`src/mcu_ctrl_pkg.sv`:
```
package mcu_ctrl_pkg;

  // Job sequencer states, as seen by the BRAM walker
  typedef enum logic [2:0] {
    GLO_IDLE = 3'd0,
    GLO_STR  = 3'd1,
    GLO_RUN  = 3'd2,
    GLO_END  = 3'd3,
    GLO_ERR  = 3'd4
  } glo_state_t;

  // BRAM walker states
  typedef enum logic [1:0] {
    LOC_STR = 2'd0,
    LOC_OPE = 2'd1,
    LOC_END = 2'd3,
    LOC_ERR = 2'd2
  } loc_state_t;

  localparam int LIMIT_WIDTH = 16;

  // Job limits, each one a plain count
  typedef struct packed {
    logic [LIMIT_WIDTH-1:0] addr_max;
    logic [LIMIT_WIDTH-1:0] inter_max;
    logic [LIMIT_WIDTH-1:0] intra_max;
  } mcu_limits_t;

endpackage

```
`src/mcu_stream_pkg.sv`:
```
package mcu_stream_pkg;

  localparam int DATA_WIDTH = 16;

  // One stream transfer
  typedef struct packed {
    logic [DATA_WIDTH-1:0] data;
    logic                  last;
  } stream_beat_t;

  // BRAM load port, upper address bits beyond the depth are dropped
  typedef struct packed {
    logic                  en;
    logic [15:0]           addr;
    logic [DATA_WIDTH-1:0] data;
  } bram_wr_t;

endpackage

```
`src/data_bram.sv`:
```
module data_bram #(
  parameter int ADDR_WIDTH = 6,
  parameter bit BRAM_ACK   = 1'b1
) (
  input  logic                                 clk,
  input  mcu_stream_pkg::bram_wr_t             wr,
  input  logic                                 rd_en,
  input  logic [ADDR_WIDTH-1:0]                rd_addr,
  output logic [mcu_stream_pkg::DATA_WIDTH-1:0] rd_data,
  output logic                                 rd_ack
);
  import mcu_stream_pkg::*;

  logic [DATA_WIDTH-1:0] mem [2**ADDR_WIDTH];

  // Write port from the loader, registered read port for the walker
  always_ff @(posedge clk) begin
    if (wr.en) begin
      mem[wr.addr[ADDR_WIDTH-1:0]] <= wr.data;
    end
    if (rd_en) begin
      rd_data <= mem[rd_addr];
    end
  end

  generate
    if (BRAM_ACK) begin : g_ack
      // Ack lines up with the registered read data
      always_ff @(posedge clk) begin
        rd_ack <= rd_en;
      end
    end else begin : g_no_ack
      assign rd_ack = 1'b0;
    end
  endgenerate

endmodule

```
`src/axis_skid_buffer.sv`:
```
module axis_skid_buffer (
  input  logic                         clk,
  input  logic                         rst,
  input  mcu_stream_pkg::stream_beat_t in_beat,
  input  logic                         in_valid,
  output logic                         in_ready,
  output mcu_stream_pkg::stream_beat_t out_beat,
  output logic                         out_valid,
  input  logic                         out_ready
);
  import mcu_stream_pkg::*;

  stream_beat_t main_beat;
  stream_beat_t spare_beat;
  logic         main_valid;
  logic         spare_valid;
  logic         main_valid_next;
  logic         spare_valid_next;
  logic         accept;
  logic         pop;

  assign accept = in_valid && in_ready;

  // Empty buffer passes the input straight through
  assign out_valid = main_valid || accept;
  assign out_beat  = main_valid ? main_beat : in_beat;
  assign pop       = out_valid && out_ready;

  always_comb begin
    if (main_valid) begin
      main_valid_next  = !pop || spare_valid || accept;
      spare_valid_next = pop ? (spare_valid && accept) : (spare_valid || accept);
    end else begin
      main_valid_next  = accept && !pop;
      spare_valid_next = 1'b0;
    end
  end

  always_ff @(posedge clk) begin
    if (rst) begin
      main_valid  <= 1'b0;
      spare_valid <= 1'b0;
      in_ready    <= 1'b0;
    end else begin
      main_valid  <= main_valid_next;
      spare_valid <= spare_valid_next;
      // Ready drops only once the spare entry is taken
      in_ready    <= !spare_valid_next;
    end
  end

  always_ff @(posedge clk) begin
    if (main_valid ? pop : accept) begin
      main_beat <= (main_valid && spare_valid) ? spare_beat : in_beat;
    end
    if (main_valid && accept) begin
      spare_beat <= in_beat;
    end
  end

endmodule

```
`src/mcu_global_fsm.sv`:
```
module mcu_global_fsm (
  input  logic                      clk,
  input  logic                      rst,
  input  logic                      start,
  input  mcu_ctrl_pkg::mcu_limits_t limits,
  input  logic                      tlast_sent,
  input  logic                      loc_error,
  output mcu_ctrl_pkg::glo_state_t  glo_state,
  output mcu_ctrl_pkg::mcu_limits_t job_limits,
  output logic                      done,
  output logic                      error,
  output logic                      busy
);
  import mcu_ctrl_pkg::*;

  glo_state_t state_next;
  logic       str_wait;

  always_comb begin
    state_next = glo_state;
    case (glo_state)
      GLO_IDLE: begin
        if (start) begin
          state_next = GLO_STR;
        end
      end
      // Second start cycle, local FSM has answered by now
      GLO_STR: begin
        if (loc_error) begin
          state_next = GLO_ERR;
        end else if (str_wait) begin
          state_next = GLO_RUN;
        end
      end
      GLO_RUN: begin
        if (tlast_sent) begin
          state_next = GLO_END;
        end
      end
      GLO_END: state_next = GLO_IDLE;
      GLO_ERR: state_next = GLO_IDLE;
      default: state_next = GLO_IDLE;
    endcase
  end

  always_ff @(posedge clk) begin
    if (rst) begin
      glo_state <= GLO_IDLE;
      str_wait  <= 1'b0;
    end else begin
      glo_state <= state_next;
      str_wait  <= (glo_state == GLO_STR) && !str_wait;
    end
  end

  // Limits held for the whole job
  always_ff @(posedge clk) begin
    if (glo_state == GLO_IDLE && start) begin
      job_limits <= limits;
    end
  end

  assign done  = glo_state == GLO_END;
  assign error = glo_state == GLO_ERR;
  assign busy  = glo_state != GLO_IDLE;

endmodule

```
`src/mcu_local_bram_fsm.sv`:
```
module mcu_local_bram_fsm #(
  parameter int ADDR_WIDTH = 6,
  parameter bit BRAM_ACK   = 1'b1
) (
  input  logic                                  clk,
  input  logic                                  rst,
  input  mcu_ctrl_pkg::glo_state_t              glo_state,
  input  mcu_ctrl_pkg::mcu_limits_t             job_limits,
  output logic                                  rd_en,
  output logic [ADDR_WIDTH-1:0]                 rd_addr,
  input  logic [mcu_stream_pkg::DATA_WIDTH-1:0] rd_data,
  input  logic                                  rd_ack,
  output mcu_stream_pkg::stream_beat_t          in_beat,
  output logic                                  in_valid,
  input  logic                                  in_ready,
  input  mcu_stream_pkg::stream_beat_t          mid_beat,
  input  logic                                  mid_valid,
  output logic                                  mid_ready,
  output mcu_stream_pkg::stream_beat_t          out_beat,
  output logic                                  out_valid,
  input  logic                                  out_ready,
  output logic                                  tlast_sent,
  output logic                                  loc_error
);
  import mcu_ctrl_pkg::*;

  loc_state_t             state;
  loc_state_t             state_next;
  mcu_limits_t            last_idx;
  logic [ADDR_WIDTH-1:0]  addr_cnt;
  logic [LIMIT_WIDTH-1:0] inter_cnt;
  logic [LIMIT_WIDTH-1:0] intra_cnt;
  logic                   zero_limit;
  logic                   start_job;
  logic                   addr_wrap;
  logic                   pass_done;
  logic                   ack_int;
  logic                   ack_pend;
  logic                   final_rep;
  logic                   beat_xfer;

  assign zero_limit = (job_limits.addr_max == '0) || (job_limits.inter_max == '0) ||
                      (job_limits.intra_max == '0);
  assign start_job  = (state == LOC_STR) && (glo_state == GLO_STR);

  // Reads only go out while the skid buffer can take the word
  assign rd_en     = (state == LOC_OPE) && in_ready;
  assign rd_addr   = addr_cnt;
  assign addr_wrap = LIMIT_WIDTH'(addr_cnt) == last_idx.addr_max;
  assign pass_done = rd_en && addr_wrap && (inter_cnt == last_idx.inter_max);

  always_comb begin
    state_next = state;
    case (state)
      LOC_STR: begin
        if (glo_state == GLO_STR) begin
          state_next = zero_limit ? LOC_ERR : LOC_OPE;
        end
      end
      LOC_OPE: begin
        if (pass_done) begin
          state_next = LOC_END;
        end
      end
      LOC_END: begin
        if (glo_state == GLO_END) begin
          state_next = LOC_STR;
        end
      end
      LOC_ERR: begin
        if (glo_state == GLO_ERR) begin
          state_next = LOC_STR;
        end
      end
    endcase
  end

  always_ff @(posedge clk) begin
    if (rst) begin
      state     <= LOC_STR;
      addr_cnt  <= '0;
      inter_cnt <= '0;
    end else begin
      state <= state_next;
      if (start_job) begin
        addr_cnt  <= '0;
        inter_cnt <= '0;
      end else if (rd_en) begin
        if (addr_wrap) begin
          addr_cnt  <= '0;
          inter_cnt <= inter_cnt + 1'b1;
        end else begin
          addr_cnt <= addr_cnt + 1'b1;
        end
      end
    end
  end

  // Limits kept as last index so compares are plain equality
  always_ff @(posedge clk) begin
    if (start_job) begin
      last_idx.addr_max  <= job_limits.addr_max - 1'b1;
      last_idx.inter_max <= job_limits.inter_max - 1'b1;
      last_idx.intra_max <= job_limits.intra_max - 1'b1;
    end
  end

  generate
    if (BRAM_ACK) begin : g_bram_ack
      assign ack_int = rd_ack;
    end else begin : g_fixed_latency
      logic rd_en_q;

      // Data is assumed one cycle behind the read strobe
      always_ff @(posedge clk) begin
        if (rst) begin
          rd_en_q <= 1'b0;
        end else begin
          rd_en_q <= rd_en;
        end
      end
      assign ack_int = rd_en_q;
    end
  endgenerate

  // Read data stays on the BRAM register until the skid buffer takes it
  assign in_valid     = ack_int || ack_pend;
  assign in_beat.data = rd_data;
  assign in_beat.last = state == LOC_END;

  always_ff @(posedge clk) begin
    if (rst) begin
      ack_pend <= 1'b0;
    end else begin
      ack_pend <= in_valid && !in_ready;
    end
  end

  // Hold each skid word until it has gone out intra_max times
  assign final_rep     = intra_cnt == last_idx.intra_max;
  assign beat_xfer     = mid_valid && out_ready;
  assign mid_ready     = out_ready && final_rep;
  assign out_valid     = mid_valid;
  assign out_beat.data = mid_beat.data;
  assign out_beat.last = mid_beat.last && final_rep;

  always_ff @(posedge clk) begin
    if (rst) begin
      intra_cnt  <= '0;
      tlast_sent <= 1'b0;
    end else begin
      tlast_sent <= beat_xfer && out_beat.last;
      if (state == LOC_STR) begin
        intra_cnt <= '0;
      end else if (beat_xfer) begin
        intra_cnt <= final_rep ? '0 : intra_cnt + 1'b1;
      end
    end
  end

  assign loc_error = state == LOC_ERR;

endmodule

```
`src/mcu_stream_top.sv`:
```
module mcu_stream_top #(
  parameter int ADDR_WIDTH = 6,
  parameter bit BRAM_ACK   = 1'b1
) (
  input  logic                         clk,
  input  logic                         rst,
  input  mcu_stream_pkg::bram_wr_t     wr,
  input  logic                         start,
  input  mcu_ctrl_pkg::mcu_limits_t    limits,
  output mcu_stream_pkg::stream_beat_t out_beat,
  output logic                         out_valid,
  input  logic                         out_ready,
  output logic                         done,
  output logic                         error,
  output logic                         busy
);
  import mcu_ctrl_pkg::*;
  import mcu_stream_pkg::*;

  glo_state_t            glo_state;
  mcu_limits_t           job_limits;
  logic                  tlast_sent;
  logic                  loc_error;
  logic                  rd_en;
  logic [ADDR_WIDTH-1:0] rd_addr;
  logic [DATA_WIDTH-1:0] rd_data;
  logic                  rd_ack;
  stream_beat_t          in_beat;
  logic                  in_valid;
  logic                  in_ready;
  stream_beat_t          mid_beat;
  logic                  mid_valid;
  logic                  mid_ready;

  mcu_global_fsm u_global_fsm (
    .clk        (clk),
    .rst        (rst),
    .start      (start),
    .limits     (limits),
    .tlast_sent (tlast_sent),
    .loc_error  (loc_error),
    .glo_state  (glo_state),
    .job_limits (job_limits),
    .done       (done),
    .error      (error),
    .busy       (busy)
  );

  mcu_local_bram_fsm #(
    .ADDR_WIDTH (ADDR_WIDTH),
    .BRAM_ACK   (BRAM_ACK)
  ) u_local_fsm (
    .clk        (clk),
    .rst        (rst),
    .glo_state  (glo_state),
    .job_limits (job_limits),
    .rd_en      (rd_en),
    .rd_addr    (rd_addr),
    .rd_data    (rd_data),
    .rd_ack     (rd_ack),
    .in_beat    (in_beat),
    .in_valid   (in_valid),
    .in_ready   (in_ready),
    .mid_beat   (mid_beat),
    .mid_valid  (mid_valid),
    .mid_ready  (mid_ready),
    .out_beat   (out_beat),
    .out_valid  (out_valid),
    .out_ready  (out_ready),
    .tlast_sent (tlast_sent),
    .loc_error  (loc_error)
  );

  data_bram #(
    .ADDR_WIDTH (ADDR_WIDTH),
    .BRAM_ACK   (BRAM_ACK)
  ) u_bram (
    .clk     (clk),
    .wr      (wr),
    .rd_en   (rd_en),
    .rd_addr (rd_addr),
    .rd_data (rd_data),
    .rd_ack  (rd_ack)
  );

  axis_skid_buffer u_skid (
    .clk       (clk),
    .rst       (rst),
    .in_beat   (in_beat),
    .in_valid  (in_valid),
    .in_ready  (in_ready),
    .out_beat  (mid_beat),
    .out_valid (mid_valid),
    .out_ready (mid_ready)
  );

endmodule

```
`config.mk`:
```
export PLATFORM = sky130hd
export DESIGN_NAME = mcu_stream_top
export DESIGN_NICKNAME = d
export VERILOG_FILES = /design/src/mcu_ctrl_pkg.sv /design/src/mcu_stream_pkg.sv /design/src/data_bram.sv /design/src/axis_skid_buffer.sv /design/src/mcu_global_fsm.sv /design/src/mcu_local_bram_fsm.sv /design/src/mcu_stream_top.sv
export SDC_FILE = /design/constraint.sdc
export NUM_CORES = 1
export LEC_CHECK = 0
export ABC_CLOCK_PERIOD_IN_PS = 8610
export BUFFER_PORTS_ARGS = -buffer_cell sky130_fd_sc_hd__buf_2
export CAP_MARGIN = 20
export CORE_MARGIN = 2
export CORE_UTILIZATION = 55
export CTS_CLUSTER_DIAMETER = 200
export CTS_CLUSTER_SIZE = 12
export DETAILED_ROUTE_END_ITERATION = 16
export HOLD_SLACK_MARGIN = 0.15
export PLACE_DENSITY = 0.71
export SYNTH_ARGS = -nofsm -noshare
export SYNTH_HDL_FRONTEND = slang
export SYNTH_SLANG_ARGS = --single-unit
```
`constraint.sdc`:
```
create_clock -name clk -period 8.61 [get_ports clk]
set_input_delay 0.861 -clock clk [delete_from_list [all_inputs] [get_ports clk]]
set_output_delay 0.861 -clock clk [all_outputs]
set_load 0.02 [all_outputs]
```
## After elaboration in Yosys (flattened, before gate mapping)

Memories as Yosys holds them, arrays and structs flattened. A register that Yosys moved wholly into a read port is not among the register bits.
Cells that the tools add are included.

| cells by class | value |
|---|---|
| add/subtract/negate cells | 6 |
| equal/unequal tests | 17 |
| muxes and demuxes | 21 |
| reductions and logical operators | 39 |

Operators with widths:

| operator | count |
|---|---|
| $logic_not 16->1 | 3 |
| $sub 16x1->16 const B | 3 |
| $mux 17 | 2 |
| $add 16x1->16 const B | 2 |
| $eq 16x16->1 | 2 |
| $logic_and 1x1->1 | 17 |
| $eq 6x16->1 | 1 |
| $mux 16 | 1 |
| $mux 3 | 4 |
| $mux 2 | 5 |
| $pmux 3 s3 | 1 |
| $ne 2x2->1 const B | 4 |
| $pmux 2 s4 | 1 |
| $logic_or 1x1->1 | 7 |
| $add 6x1->6 const B | 1 |
| $eq 3x2->1 const B | 2 |
| $mux 1 | 6 |
| $mux 6 | 1 |
| $eq 2x2->1 const B | 2 |
| $logic_not 1->1 | 4 |
| $ne 2x1->1 const B | 2 |
| $reduce_and 4->1 | 1 |
| $reduce_or 2->1 | 2 |
| $eq 3x1->1 const B | 1 |
| 8 further kinds | 8 |

| storage, ports and cells | value |
|---|---|
| register bits after elaboration | 180 |
| memory bits (writable) | 1024 |
| bits of input ports | 85 |
| output and inout bits | 21 |
| word-level logic and storage cells | 106 |
| memories kept | 1 |

Memories:

| name | depth | bits a word | rd ports | clocked after Yosys merged registers in | wr ports | line | RTL |
|---|---|---|---|---|---|---|---|
| u_bram.mem | 64 | 16 | 1 | 1 | 1 | data_bram.sv:14 | `logic [DATA_WIDTH-1:0] mem [2**ADDR_WIDTH];` |

## Logic depth before layout (Yosys ltp)

| depth | value |
|---|---|
| word-level depth | 8 |
| depth in mapped cells | 10 |
| gate-level depth less buffers | 7 |

## Cells and area by module

From an unflattened synthesis, not the netlist that was laid out.

| second synthesis, totals | value |
|---|---|
| cell total of the unflattened synthesis | 2488 |
| area, all modules | 48444.0 um^2 |

Modules (own cells, without submodules):

| module | instances | cells each | area each (um^2) | sequential area each (um^2) |
|---|---|---|---|---|
| data_bram | 1 | 1830 | 40222.3 | 31250.0 |
| mcu_local_bram_fsm | 1 | 498 | 4951.0 | 2282.2 |
| axis_skid_buffer | 1 | 92 | 1635.3 | 1081.0 |
| mcu_global_fsm | 1 | 68 | 1635.3 | 1521.5 |

## Worst setup path after synthesis

Ideal clock, no wire load.

| timing path | value |
|---|---|
| path kind | reg-to-reg |
| start | register u_global_fsm.glo_state[2] |
| end | register u_local_fsm.addr_cnt[0], in the netlist u_local_fsm.rd_addr[0] |
| setup time | 0.120 ns |
| arrival time | 5.001 ns |
| path slack | 3.489 ns |
| stages on the path, launching flop included | 7 |
| path buffers | 1 |
| period minus slack after synthesis | 5.121 ns |
| path through | dfxtp_1 or3b_2 nor3_1 or2_2 buf_2 nand2b_1 nor2_1 |

| between the ends | value |
|---|---|
| longest elaborated chain between the ends | 3 |

Ends and longest elaborated chain:

| element | line | RTL |
|---|---|---|
| start: declaration | mcu_global_fsm.sv:8 | `output mcu_ctrl_pkg::glo_state_t glo_state,` |
| start signal: assignment | mcu_global_fsm.sv:51 | `glo_state <= state_next;` |
| $eq 3x1->1 | mcu_local_bram_fsm.sv:44 | `assign start_job = (state == LOC_STR) && (glo_state == GLO_STR);` |
| $logic_and 1x1->1 | mcu_local_bram_fsm.sv:44 |  |
| net u_local_fsm.start_job | mcu_local_bram_fsm.sv:34 | `logic start_job;` |
| $reduce_or 2->1 (no line) | - |  |
| end signal: assignment | mcu_local_bram_fsm.sv:93 | `addr_cnt <= addr_cnt + 1'b1;` |
| end: declaration | mcu_local_bram_fsm.sv:30 | `logic [ADDR_WIDTH-1:0] addr_cnt;` |

The timed path passes the listed nets, and every way through them passes these cells.
A chain may end at the register's enable or synchronous reset.

==> results.yml <==
run_status:
  status: "finished, final reports clean"
clock_network:
  post_cts_buffers: 0
  cts_resized: 0
  clk-insertion-delay-late_ns: 0.70
  numCtsBuffers: 111
  cts_tree: "built"
  cts_max_level: 3
  postCtsHoldBufs: 0
  cts_buffer_depth: 3
  cts.sinks: 1220
  cts-root-buf: "clkbuf_16"
  path_clk_slew_ns: 0.06
detailed_routing:
  vias: 24630
  drt-initial-drc-count: 3000
  drc: 0
  route.final.wire_length_mm: 111.0
  wl_per_cell_um: 28.72
  routed_via_density: 6.373
  ant_nets: 0
  firstDrtPassIters: 6
place:
  place.gp.congestion: 0.8973
  pre_cts_ws_ns: 4.726
  io_buffers: 95
  detailed_place_hpwl_mm: 65.80
pwr:
  p_comb_share_pct: 3.5
  p_sw_uw: 2305
  internal_power_uw: 9104
  p_leak_uw: 0.01643
  pwr-share-clk_pct: 38.4
  vdd.ir_drop.worst_v: 0.0001680
  finalPower_uw: 11410
  p_seq_share_pct: 58.1
  power_density_nw_per_um2: 214.9
  p_sw_share_pct: 20.20
synth:
  netlist_area_um2: 47900
  syn_avg_cell_area_um2: 19.33
  synth_nets: 2572
  yosys_warnings: 0
  synthCells: 2478
  seq_area_frac_synth_pct: 75.44
  synthArstFlopShare_pct: 0
  yosys_register_bits: 1220
  synthDistinctLibCells: 69
  synth_edf_count: 1170
  synthFlopType: "edfxtp_1"
layout:
  drive_above_1_share_pct: 20.69
  layout_common_cells: "1,170 x edfxtp_1, 181 x mux4_2, 175 x mux2i_1, 136 x nor2_1, 113 x clkbuf_16"
  final_nets: 2769
  area_delta_synth_final_pct: 10.85
  final_common_cell: "edfxtp_1"
  nFillCells: 5972
  fin_util_pct: 61.39
setup_path:
  critPathLaunchType: "flip-flop"
  path_cells: "buf_4 > or3b_1 > buf_4 > o22ai_1 > a211oi_1 > a22oi_1 > o211a_1"
  cp.buffers_inverters: 2
  cpPeakStageDelay_ns: 0.76
  reg2reg_to: "u_bram.rd_data[12]"
  cp.arrival_ns: 4.28
  crit_slowest_cell: "a211oi_1"
  required_ns: 9.02
  critPathKind: "flip-flop to flip-flop"
  path_max_fanout: 43
  rr_worst_depth: 7
  crit_family: "compound AO/OA/AOI/OAI gates"
  rrSetupSlack_ns: 4.74
  crit_top_cell: "buf_4"
  r2r_start: "u_local_fsm.rd_addr[2]"
  end_kind: "flip-flop"
global_routing:
  antenna_found_initial: 8
  grt_use_total_pct: 24.88
  grt_pass1_vias: 24530
  grt-ovfl-total: 0
  grt_max_degree: 115
  grt_pass1_wl_mm: 162.6
timing:
  fin_skew_ns: 0.02601
  period_needed_ns: 3.868
  tightestPinTransition_ns: 0.9804
  maxSlewHeadroom_pct: 34.64
  grt_setup_unrepaired: "false"
  hold_violations: 0
  timing.setup.tns_ns: 0
  maxSlewViolCount: 0
  layout_setup_ws_ns: 4.742
  final-setup-viol-count: 0
  min_period_over_period_pct: 44.93
  max_freq_mhz: 258.5
worst_hold_path:
  hold-path-cell-count: 1
  hold_path_class: "primary input to flip-flop"
  min_to: "u_global_fsm.job_limits[30]"
  hold_start: "limits[30]"
run:
  max_cap_viol_count: 0
floorplan:
  row_count: 108
  chipWidth_um: 299.1
  core_um2: 86480
  start_util_pct: 55.38
  ioPinCount: 106
  die_y_um: 299.1
  die_area_um2: 89460
## synthesized netlist by cell type, types with 7 or more instances
library cell | instances | share of area, %
nor2b_1 | 8 | 0.10
dfxtp_1 | 50 | 2.1
clkbuf_1 | 40 | 0.31
o21ai_0 | 43 | 0.45
mux2_2 | 34 | 0.80
mux4_2 | 181 | 8.5
o221ai_1 | 33 | 0.60
ha_1 | 9 | 0.24
nand3b_1 | 10 | 0.16
mux2i_1 | 175 | 3.7
inv_1 | 21 | 0.16
o211a_1 | 7 | 0.15
edfxtp_1 | 1170 | 73
buf_6 | 12 | 0.28
a22o_1 | 12 | 0.22
nand4_1 | 11 | 0.14
a22oi_1 | 27 | 0.42
o22ai_1 | 24 | 0.31
nand2_1 | 43 | 0.34
nor2_1 | 137 | 1.1
or3_1 | 18 | 0.24
a21oi_1 | 57 | 0.60
a221oi_1 | 14 | 0.26
buf_4 | 28 | 0.44
a211oi_1 | 23 | 0.36
nand3_1 | 24 | 0.25
nor3_1 | 20 | 0.21
xor2_1 | 70 | 1.3
buf_2 | 34 | 0.36
nor4_1 | 20 | 0.26
xnor2_1 | 30 | 0.55
## layer usage
metal  routed length [um]  global-route usage (%)
met1                43480                   35.25
met2                53300                   39.15
met3                10400                   4.914
met4                 3778                   8.655
met5                   27                       0
## area by class of cell
cell class / instances / area, um2 / area share, %
diodes: 3 / 7.507 / 0.01414
clock buffers: 138 / 2922 / 5.502
clock inverters: 6 / 113.9 / 0.2144
inverters: 22 / 82.58 / 0.1555
multi-input cells: 1116 / 10960 / 20.64
flip-flops and latches: 1220 / 36150 / 68.08
well taps: 1155 / 1445 / 2.722
repair buffers: 204 / 1419 / 2.672
## registers in the layout (all words and copies together) (netlist names), 2 cells and up
register                 cells
u_local_fsm.state            2
u_global_fsm.glo_state       3
u_bram.rd_data              16
u_local_fsm.intra_cnt       16
u_local_fsm.inter_cnt       16
u_skid.spare_beat           17
u_local_fsm.rd_addr          6
u_global_fsm.job_limits     48
u_skid.main_beat            17
u_local_fsm.last_idx        48
u_bram.mem                1024
## cells by family (layout without fill, tap and decap cells)
| kind of cell | count (synthesis) | after routing | synth area share (%) |
|---|---|---|---|
| and+or+nand+nor | 340 | 340 | 3.561 |
| adders and majority gates | 9 | 9 | 0.2351 |
| other | 0 | 3 | 0 |
| xor gates and xnor gates | 100 | 100 | 1.829 |
| AOI/OAI and AO/OA | 271 | 271 | 3.924 |
| buffers and inverters | 142 | 370 | 1.714 |
| muxes | 396 | 396 | 13.30 |
| DFF | 1220 | 1220 | 75.44 |
## power by group through the flow
stage / Sequential [uW] / Clock [uW] / Combinational, uW
4_1_cts: 6630 / 4440 / 395
6_report: 6630 / 4380 / 401
2_1_floorplan: 6740 / 0 / 217
5_1_grt: 6640 / 4660 / 428
3_3_place_gp: 6750 / 0 / 377
3_5_place_dp: 6760 / 0 / 393
## worst max path at each step
stage	startpoint	endpoint	slack, ns	cells past startpoint
4_1_cts	u_local_fsm.rd_addr[0]	u_bram.rd_data[2]	4.71	6
3_5_place_dp	u_local_fsm.rd_addr[0]	u_bram.rd_data[2]	4.73	6
6_report	u_local_fsm.rd_addr[2]	u_bram.rd_data[12]	4.74	7
5_1_grt	u_local_fsm.rd_addr[0]	u_bram.rd_data[2]	4.49	6
3_3_place_gp	u_local_fsm.rd_addr[0]	u_bram.rd_data[7]	4.79	6
2_1_floorplan	u_global_fsm.glo_state[2]	u_local_fsm.rd_addr[0]	3.49	6
## stage by stage
step	cells	hold WS (ns)	area, um2
3_3_place_gp	3709	0.4367	49910
5_1_grt	3863	0.3121	53090
2_1_floorplan	2478	0.4218	47900
3_5_place_dp	3710	0.4435	49930
6_report	3864	0.3410	53100
4_1_cts	3854	0.2990	52960
No activity file was read; power rests on OpenSTA's default activity.
